==> src/logic/mips_pkg.sv <==
`default_nettype none

package mips_pkg;

    ////////////////////////////////////////////////////////////
    // Sizes
    ////////////////////////////////////////////////////////////

    localparam int NREGS = 32;
    localparam int XLEN  = 32;

    // Opcodes
    localparam logic [5:0] OP_RTYPE = 6'b000000;
    localparam logic [5:0] OP_J     = 6'b000010;
    localparam logic [5:0] OP_BEQ   = 6'b000100;
    localparam logic [5:0] OP_BNE   = 6'b000101;
    localparam logic [5:0] OP_ADDI  = 6'b001000;
    localparam logic [5:0] OP_ANDI  = 6'b001100;
    localparam logic [5:0] OP_ORI   = 6'b001101;
    localparam logic [5:0] OP_LW    = 6'b100011;
    localparam logic [5:0] OP_SW    = 6'b101011;

    // Function field of R-type
    localparam logic [5:0] FN_ADD = 6'b100000;
    localparam logic [5:0] FN_SUB = 6'b100010;
    localparam logic [5:0] FN_AND = 6'b100100;
    localparam logic [5:0] FN_OR  = 6'b100101;
    localparam logic [5:0] FN_SLT = 6'b101010;

    typedef enum logic [3:0] {
        ALU_NOP,
        ALU_ADD,
        ALU_SUB,
        ALU_AND,
        ALU_OR,
        ALU_SLT
    } alu_op_e;

    ////////////////////////////////////////////////////////////
    // Instruction word in its three formats
    ////////////////////////////////////////////////////////////

    typedef union packed {
        struct packed {
            logic [5:0] opcode;
            logic [4:0] rs;
            logic [4:0] rt;
            logic [4:0] rd;
            logic [4:0] shamt;
            logic [5:0] funct;
        } r_fmt;
        struct packed {
            logic [5:0]  opcode;
            logic [4:0]  rs;
            logic [4:0]  rt;
            logic [15:0] imm;
        } i_fmt;
        struct packed {
            logic [5:0]  opcode;
            logic [25:0] index;
        } j_fmt;
    } instr_t;

    ////////////////////////////////////////////////////////////
    // Pipeline records
    ////////////////////////////////////////////////////////////

    typedef struct packed {
        logic    reg_write;
        logic    mem_read;
        logic    mem_write;
        logic    mem_to_reg;
        logic    alu_src;
        logic    reg_dst;
        logic    imm_zero;
        logic    branch_eq;
        logic    branch_ne;
        logic    jump;
        alu_op_e alu_op;
    } ctrl_t;

    typedef struct packed {
        logic            valid;
        logic [XLEN-1:0] pc_plus4;
        instr_t          instr;
    } if_id_t;

    typedef struct packed {
        logic            we;
        logic [4:0]      rd;
        logic [XLEN-1:0] data;
    } wb_t;

    typedef struct packed {
        logic            valid;
        ctrl_t           ctrl;
        logic [XLEN-1:0] rs_data;
        logic [XLEN-1:0] rt_data;
        logic [XLEN-1:0] imm_ext;
        logic [4:0]      rs;
        logic [4:0]      rt;
        logic [4:0]      dest;
        logic [XLEN-1:0] pc_plus4;
    } id_ex_t;

    typedef struct packed {
        logic            taken;
        logic [XLEN-1:0] target;
    } redirect_t;

endpackage

`default_nettype wire
==> src/logic/decode_stage.sv <==
`default_nettype none

module decode_stage
    import mips_pkg::*;
(
    input  wire       i_clk,
    input  wire       i_rst_n,
    // From fetch
    input  if_id_t    i_if_id,
    // From write-back
    input  wb_t       i_wb,
    // From hazard logic
    input  wire       i_stall,
    input  wire       i_flush,
    // To execute
    output id_ex_t    o_id_ex,
    // To fetch, same cycle
    output redirect_t o_redirect
);

    ctrl_t           ctrl;
    logic [XLEN-1:0] rs_data;
    logic [XLEN-1:0] rt_data;
    logic            active;

    // Only a live, unstalled instruction may redirect fetch
    assign active = i_if_id.valid & ~i_stall;

    ////////////////////////////////////////////////////////////
    // Decode
    ////////////////////////////////////////////////////////////

    control_unit u_control_unit
    (
        .i_instr    (i_if_id.instr),
        .o_ctrl     (ctrl)
    );

    ////////////////////////////////////////////////////////////
    // Operand read
    ////////////////////////////////////////////////////////////

    register_file u_register_file
    (
        .i_clk      (i_clk),
        .i_rst_n    (i_rst_n),
        .i_wb       (i_wb),
        .i_rs_addr  (i_if_id.instr.r_fmt.rs),
        .i_rt_addr  (i_if_id.instr.r_fmt.rt),
        .o_rs_data  (rs_data),
        .o_rt_data  (rt_data)
    );

    ////////////////////////////////////////////////////////////
    // Branch and jump resolution
    ////////////////////////////////////////////////////////////

    branch_unit u_branch_unit
    (
        .i_instr    (i_if_id.instr),
        .i_pc_plus4 (i_if_id.pc_plus4),
        .i_ctrl     (ctrl),
        .i_rs_data  (rs_data),
        .i_rt_data  (rt_data),
        .i_active   (active),
        .o_redirect (o_redirect)
    );

    ////////////////////////////////////////////////////////////
    // ID/EX record
    ////////////////////////////////////////////////////////////

    id_ex_register u_id_ex_register
    (
        .i_clk      (i_clk),
        .i_rst_n    (i_rst_n),
        .i_stall    (i_stall),
        .i_flush    (i_flush),
        .i_if_id    (i_if_id),
        .i_ctrl     (ctrl),
        .i_rs_data  (rs_data),
        .i_rt_data  (rt_data),
        .o_id_ex    (o_id_ex)
    );

endmodule

`default_nettype wire

==> src/logic/id_ex_register.sv <==
`default_nettype none

module id_ex_register
    import mips_pkg::*;
(
    input  wire             i_clk,
    input  wire             i_rst_n,
    input  wire             i_stall,
    input  wire             i_flush,
    input  if_id_t          i_if_id,
    input  ctrl_t           i_ctrl,
    input  wire  [XLEN-1:0] i_rs_data,
    input  wire  [XLEN-1:0] i_rt_data,
    output id_ex_t          o_id_ex
);

    id_ex_t          next_rec;
    id_ex_t          rec;
    logic [15:0]     imm;
    logic [XLEN-1:0] imm_ext;

    assign imm = i_if_id.instr.i_fmt.imm;

    ////////////////////////////////////////////////////////////
    // Next record
    ////////////////////////////////////////////////////////////

    // andi and ori zero-extend, everything else sign-extends
    assign imm_ext = i_ctrl.imm_zero ? {{(XLEN-16){1'b0}}, imm}
                                     : {{(XLEN-16){imm[15]}}, imm};

    always_comb
    begin
        next_rec          = '0;
        next_rec.valid    = i_if_id.valid;
        next_rec.ctrl     = i_if_id.valid ? i_ctrl : '0;
        next_rec.rs_data  = i_rs_data;
        next_rec.rt_data  = i_rt_data;
        next_rec.imm_ext  = imm_ext;
        next_rec.rs       = i_if_id.instr.r_fmt.rs;
        next_rec.rt       = i_if_id.instr.r_fmt.rt;
        // R-type writes rd, I-type writes rt
        next_rec.dest     = i_ctrl.reg_dst ? i_if_id.instr.r_fmt.rd
                                           : i_if_id.instr.r_fmt.rt;
        next_rec.pc_plus4 = i_if_id.pc_plus4;
    end

    ////////////////////////////////////////////////////////////
    // Pipeline register
    ////////////////////////////////////////////////////////////

    // Flush wins over stall and loads a bubble
    always_ff @(posedge i_clk or negedge i_rst_n)
    begin
        if (!i_rst_n)
        begin
            rec <= '0;
        end
        else if (i_flush)
        begin
            rec <= '0;
        end
        else if (!i_stall)
        begin
            rec <= next_rec;
        end
    end

    assign o_id_ex = rec;

endmodule

`default_nettype wire

==> src/logic/branch_unit.sv <==
`default_nettype none

module branch_unit
    import mips_pkg::*;
(
    input  instr_t          i_instr,
    input  wire  [XLEN-1:0] i_pc_plus4,
    input  ctrl_t           i_ctrl,
    input  wire  [XLEN-1:0] i_rs_data,
    input  wire  [XLEN-1:0] i_rt_data,
    // Valid and not stalled
    input  wire             i_active,
    output redirect_t       o_redirect
);

    logic            operands_eq;
    logic            take_branch;
    logic [XLEN-1:0] branch_target;
    logic [XLEN-1:0] jump_target;

    assign operands_eq = (i_rs_data == i_rt_data);

    ////////////////////////////////////////////////////////////
    // Targets
    ////////////////////////////////////////////////////////////

    // Word offset relative to PC+4
    assign branch_target = i_pc_plus4 +
        {{(XLEN-18){i_instr.i_fmt.imm[15]}}, i_instr.i_fmt.imm, 2'b00};

    // Region of PC+4 with the word index
    assign jump_target = {i_pc_plus4[XLEN-1:XLEN-4], i_instr.j_fmt.index, 2'b00};

    ////////////////////////////////////////////////////////////
    // Decision
    ////////////////////////////////////////////////////////////

    assign take_branch = i_active &&
        (i_ctrl.jump ||
         (i_ctrl.branch_eq && operands_eq) ||
         (i_ctrl.branch_ne && !operands_eq));

    always_comb
    begin
        o_redirect = '0;
        if (take_branch)
        begin
            o_redirect.taken  = 1'b1;
            o_redirect.target = i_ctrl.jump ? jump_target : branch_target;
        end
    end

endmodule

`default_nettype wire

==> src/logic/register_file.sv <==
`default_nettype none

module register_file
    import mips_pkg::*;
(
    input  wire                        i_clk,
    input  wire                        i_rst_n,
    input  wb_t                        i_wb,
    input  wire  [$clog2(NREGS)-1:0]   i_rs_addr,
    input  wire  [$clog2(NREGS)-1:0]   i_rt_addr,
    output logic [XLEN-1:0]            o_rs_data,
    output logic [XLEN-1:0]            o_rt_data
);

    logic [XLEN-1:0] regs [NREGS];

    ////////////////////////////////////////////////////////////
    // Write port
    ////////////////////////////////////////////////////////////

    // Falling edge write, so the same cycle's read sees new data
    always_ff @(negedge i_clk or negedge i_rst_n)
    begin
        if (!i_rst_n)
        begin
            for (int i = 0; i < NREGS; i++)
            begin
                regs[i] <= '0;
            end
        end
        else if (i_wb.we && (i_wb.rd != '0))
        begin
            regs[i_wb.rd] <= i_wb.data;
        end
    end

    ////////////////////////////////////////////////////////////
    // Read ports
    ////////////////////////////////////////////////////////////

    // Register 0 is hardwired to zero
    always_comb
    begin
        o_rs_data = regs[i_rs_addr];
        o_rt_data = regs[i_rt_addr];
        if (i_rs_addr == '0)
        begin
            o_rs_data = '0;
        end
        if (i_rt_addr == '0)
        begin
            o_rt_data = '0;
        end
    end

endmodule

`default_nettype wire

==> src/logic/control_unit.sv <==
`default_nettype none

module control_unit
    import mips_pkg::*;
(
    input  instr_t i_instr,
    output ctrl_t  o_ctrl
);

    ctrl_t ctrl;

    always_comb
    begin
        // Bubble unless a known encoding matches
        ctrl = '0;

        case (i_instr.r_fmt.opcode)
            OP_RTYPE:
            begin
                case (i_instr.r_fmt.funct)
                    FN_ADD: ctrl.alu_op = ALU_ADD;
                    FN_SUB: ctrl.alu_op = ALU_SUB;
                    FN_AND: ctrl.alu_op = ALU_AND;
                    FN_OR:  ctrl.alu_op = ALU_OR;
                    FN_SLT: ctrl.alu_op = ALU_SLT;
                    default: ctrl.alu_op = ALU_NOP;
                endcase
                // Unknown funct stays a bubble
                if (ctrl.alu_op != ALU_NOP)
                begin
                    ctrl.reg_write = 1'b1;
                    ctrl.reg_dst   = 1'b1;
                end
            end

            OP_ADDI:
            begin
                ctrl.reg_write = 1'b1;
                ctrl.alu_src   = 1'b1;
                ctrl.alu_op    = ALU_ADD;
            end

            // Logical immediates take the zero-extended form
            OP_ANDI:
            begin
                ctrl.reg_write = 1'b1;
                ctrl.alu_src   = 1'b1;
                ctrl.imm_zero  = 1'b1;
                ctrl.alu_op    = ALU_AND;
            end

            OP_ORI:
            begin
                ctrl.reg_write = 1'b1;
                ctrl.alu_src   = 1'b1;
                ctrl.imm_zero  = 1'b1;
                ctrl.alu_op    = ALU_OR;
            end

            // Address is base plus offset
            OP_LW:
            begin
                ctrl.reg_write  = 1'b1;
                ctrl.mem_read   = 1'b1;
                ctrl.mem_to_reg = 1'b1;
                ctrl.alu_src    = 1'b1;
                ctrl.alu_op     = ALU_ADD;
            end

            OP_SW:
            begin
                ctrl.mem_write = 1'b1;
                ctrl.alu_src   = 1'b1;
                ctrl.alu_op    = ALU_ADD;
            end

            OP_BEQ:
            begin
                ctrl.branch_eq = 1'b1;
                ctrl.alu_op    = ALU_SUB;
            end

            OP_BNE:
            begin
                ctrl.branch_ne = 1'b1;
                ctrl.alu_op    = ALU_SUB;
            end

            OP_J:    ctrl.jump = 1'b1;

            default: ctrl = '0;
        endcase
    end

    assign o_ctrl = ctrl;

endmodule

`default_nettype wire

==> config.mk <==
export PLATFORM = sky130hd
export DESIGN_NAME = decode_stage
export DESIGN_NICKNAME = d
export VERILOG_FILES = /design/src/logic/mips_pkg.sv /design/src/logic/decode_stage.sv /design/src/logic/id_ex_register.sv /design/src/logic/branch_unit.sv /design/src/logic/register_file.sv /design/src/logic/control_unit.sv
export SDC_FILE = /design/constraint.sdc
export NUM_CORES = 2
export LEC_CHECK = 0
export ABC_AREA = 1
export BUFFER_PORTS_ARGS = -buffer_cell sky130_fd_sc_hd__buf_2
export CAP_MARGIN = 20
export CORE_MARGIN = 4
export CORE_UTILIZATION = 50
export DETAILED_ROUTE_END_ITERATION = 8
export PLACE_DENSITY = 0.67
export SLEW_MARGIN = 0
export SYNTH_ARGS = -nofsm -noshare
export SYNTH_HDL_FRONTEND = slang
export SYNTH_SLANG_ARGS = --single-unit
==> constraint.sdc <==
create_clock -name i_clk -period 3.7 [get_ports i_clk]
set_input_delay 0.37 -clock i_clk [delete_from_list [all_inputs] [get_ports i_clk]]
set_output_delay 0.37 -clock i_clk [all_outputs]
set_load 0.05 [all_outputs]
---- Word-level counts from Yosys, hierarchy flattened ----
Index checks and enable logic that the tools add are counted.
Widths: inputs -> output; s select.
storage, ports and cells
  register bits after elaboration ......... 1182
  input bits .............................. 107
  output and inout port bits .............. 191
  word-level logic and storage cells ...... 125
operators by class
  $add $sub $neg .......................... 1
  $lt $le $gt $ge ......................... 4
  equal/unequal tests ..................... 15
  muxes and demuxes ....................... 31
  bitwise operators ....................... 5
  reduce and logical (&&, ||, !) cells .... 18
operators with widths
  cell                number
  $bwmux 1024         1
  $bmux 32 s5         2
  $mux 158            2
  $mux 32             9
  $demux 32 s5        1
  $eq 6x6->1 const B  7
  $mux 33             1
  $add 32x32->32      1
  $eq 32x32->1        1
  $pmux 4 s5          1
  $eq 6x4->1 const B  3
  $ge 6x6->1 const B  3
  $not 5->6           3
  $pmux 3 s5          1
  $mux 14             1
  $eq 6x3->1 const B  2
  $logic_not 5->1     2
  $mux 1              9
  $eq 6x2->1 const B  1
  $logic_not 6->1     1
  $lt 6x1->1 const B  1
  $logic_and 1x1->1   5
  $mux 5              1
  $reduce_bool 5->1   1
  other kinds (12)    14

---- Logic depth before layout (Yosys ltp) ----
  depth in word-level cells ............... 11
  gate-level depth with buffers ........... 27
  mapped depth without buffers ............ 22

---- By module ----
A second synthesis with hierarchy kept.
unflattened totals
  cells, all modules ...................... 9709
  area, all modules ....................... 66229.8 um^2
by module, submodules not included
  module          instances  cells each  area an instance (um^2)  seq. area each (um^2)
  register_file   1          8317        57012.2                  25624.6
  id_ex_register  1          640         5576.6                   3578.4
  branch_unit     1          689         3309.4                   0.0
  control_unit    1          61          321.6                    0.0
  decode_stage    1          2           10.0                     0.0

==> flow_summary_export.csv <==
group,metric,value,unit
routing,dr.pass1.iters,9,
run_status,violations,"negative setup slack",
global_routing,grt_overflow_total,0,
sta,finalWorstSetupSlack,-2.03,ns
sta,clock_skew,0.102,ns
finish,syn_to_final_growth,24.1,%
synth,synth_flop_cell,"dfrtn_1",
global_routing,grt_max_degree,108,
sta,worst_slew_pin_slew,1.10,ns
power,power.density,490,nW/µm²
synth,synth.most_common_cell,"nand2_1",
finish,fin_area,81900,µm²
sta,maxSlewViolCount,0,
die,die_w,371,µm
clock_network,cts_buffer_depth,3,
clock_network,cts_root_buf,"clkbuf_16",
hold_path,min_path_type,"input pin to register",
clock_network,cts-buffers-inserted,135,
place,hpwl,181,mm
clock_network,insertion_delay,0.80,ns
synth,syn-num-nets,9574,
sta,rsz0062_at_grt,"yes",
routing,vias,71515,
die,coreArea,131000,µm²
die,start_util,50.2,%
power,peakVddDrop,0.474,mV
synth,ys_warn_count,0,
synth,synth.avg_cell_area,6.99,µm²
finish,final_nets,10187,
finish,final_util,62.4,%
synth,synth_top_area_share,38.8,%
global_routing,grt_pass1_vias,66583,
routing,wl_per_cell,23.0,µm
synth,ys_ff_latch,1165,
synth,synth_edf_count,0,
clock_network,tritoncts,"done",
setup_path,cp-start-kind,"register",
die,die_area,138000,µm²
clock_network,clkTransAtPathRegs,0.06,ns
finish,fill_cells,11562,
routing,drtAntennaViolNets,0,
setup_path,critPathKind,"register to output port",
synth,postSynthCellCount,9437,
synth,syn-cell-area,66000,µm²
routing,drc,0,
power,total_leakage_power,40.2,nW
global_routing,grt_pass1_wl,412,mm
hold_path,min_path_cells,5,
clock_network,clock-sinks,1165,
setup_path,reg2reg_depth,12,
setup_path,required,3.33,ns
die,rows,133,
finish,drive_gt1_share,16.7,%
clock_network,cts.htree.levels,4,
sta,fin_setup_tns,-64.93,ns
place,placed_cell_area,75600,µm²
synth,ys_top_cells_by_count,"nand2_1 (3580), nand3_1 (1394), o21ai_0 (1261), dfrtn_1 (1024), clkbuf_1 (399)",
routing,initialDrtViolationCount,10538,
die,io_pins,298,
setup_path,arrival,5.36,ns
place,pre_cts_slack,-1.66,ns
global_routing,antenna_found_initial,14,
synth,ys_seq_area_share,44.2,%
job,cap_violations,0,
global_routing,grtUsageTotal,39.0,%
synth,ys_top_cells_by_area,"dfrtn_1 (39%), nand2_1 (20%), nand3_1 (11%), o21ai_0 (9.6%), dfrtp_1 (5.3%)",
routing,vias_per_cell,6.00,
run_status,status,"complete, but fails checks",
synth,yosys.cell_types.count,53,
sta,hold_slack,0.0461,ns
setup_path,end_kind,"output port",
sta,hold_viol,0,
die,die_y,371,µm
place,portBuffers,296,
routing,drt_wl_total,274,mm
sta,slew_headroom,26.3,%
sta,setup_viol,33,
synth,synthArstFlopShare,100,%
place,place.gp.congestion,0.968,
setup_path,critPathMaxFanout,7,
synth,synth_top_area_cell,"dfrtn_1",
## layer usage
metal / up-vias / global-route usage [%] / part of all wire [%]
li1: 31966 / - / -
met1: 33580 / 53.6 / 39
met2: 4970 / 56.9 / 42
met3: 991 / 9.78 / 13
met4: 8 / 20.7 / 6.1
met5: - / 0 / 0.018
## layout by cell type, fill, tap and decap left out, drive strengths merged, types with 34 or more instances in the layout
| master | count |
|---|---|
| a22o | 34 |
| nand2 | 3581 |
| dfrtp | 141 |
| nand3 | 1396 |
| clkbuf | 203 |
| o21ai | 1292 |
| dfrtn | 1024 |
| o211ai | 41 |
| dlygate4sd3 | 53 |
| a21oi | 227 |
| nor2 | 427 |
| inv | 362 |
| buf | 1221 |
## path summary, 6_finish.rpt
| kind | to | slack, ns | startpoint |
|---|---|---|---|
| setup / recovery | o_redirect[8] | -2.03 | u_register_file.regs[354] |
| hold / removal | u_id_ex_register.o_id_ex[150] | 0.05 | i_if_id[29] |
| setup reg to reg | u_id_ex_register.o_id_ex[96] | 0.24 | u_register_file.regs[49] |
| hold reg to reg | u_register_file.regs[1005] | 0.33 | u_register_file.regs[1005] |
| max in group asynchronous | u_register_file.regs[433] | 0.76 | i_rst_n |
| min in group asynchronous | u_id_ex_register.o_id_ex[91] | 0.16 | i_rst_n |
## cell type report
type / instances / area, µm² / area share, %
diodes: 8 / 20.0 / 0.0245
inverters: 358 / 1410 / 1.72
multi-input cells: 7116 / 32500 / 39.7
repair buffers: 1274 / 12200 / 14.9
clock buffers: 203 / 4010 / 4.90
clock inverters: 37 / 428 / 0.523
flip-flops and latches: 1165 / 29200 / 35.6
well taps: 1755 / 2200 / 2.68
## registers in the layout, indices dropped and copies added (netlist names)
name / cells
u_id_ex_register.o_id_ex: 141
u_register_file.regs: 1024
## stage by stage
step	std cells	total power [W]
floorplan	9437	0.0221
global placement	11590	0.0257
detailed placement	11590	0.0259
CTS	11888	0.0397
global route	11910	0.0420
finish	11916	0.0401
## repair_timing
action / CTS / global route
pin swaps: 42 / 77
gates cloned: 1 / 0
endpoints found under the hold margin: 65 / 0
gates resized for setup: 180 / 148
hold buffers: 53 / 0
endpoints found under the setup margin: 33 / 33
buffers inserted: 4 / 20
## critical path: stages (launching register included)
cell and delay (ns):
dfrtn_1 0.44, inv_1 0.05, nand2_1 0.06, nand3_1 0.09, nand3_1 0.15, nand3_2 0.09, nand2_2 0.10, nand2_2 0.07
a21oi_2 0.14, nand2_1 0.08, nand2_2 0.15, nand2_2 0.08, nor2_4 0.15, nand2_4 0.09, nor2_4 0.13, nand3_2 0.10
nand3_4 0.13, nand2_8 0.16, buf_12 0.21, nor2_4 0.13, buf_8 0.17
## cells by family (layout without fill, tap and decap cells)
kind of cell               Yosys count  in the layout  share of synthesized area (%)
AOI/OAI and AO/OA                 1624           1624                           12.8
xor gates and xnor gates            21             21                          0.279
adders and majority gates           30             30                          0.580
buffers and inverters             1156           1872                           8.22
DFF                               1165           1165                           44.2
other                                1              9                        0.00568
and+or+nand+nor                   5440           5440                           33.9
## power breakdown
group / leakage [nW] / switching (W) / internal (W)
logic: 23.0 / 0.00577 / 0.00379
registers: 15.0 / 0.00169 / 0.0152
clock network: 2.18 / 0.00569 / 0.00799
Power figures use the tool's default switching activity.
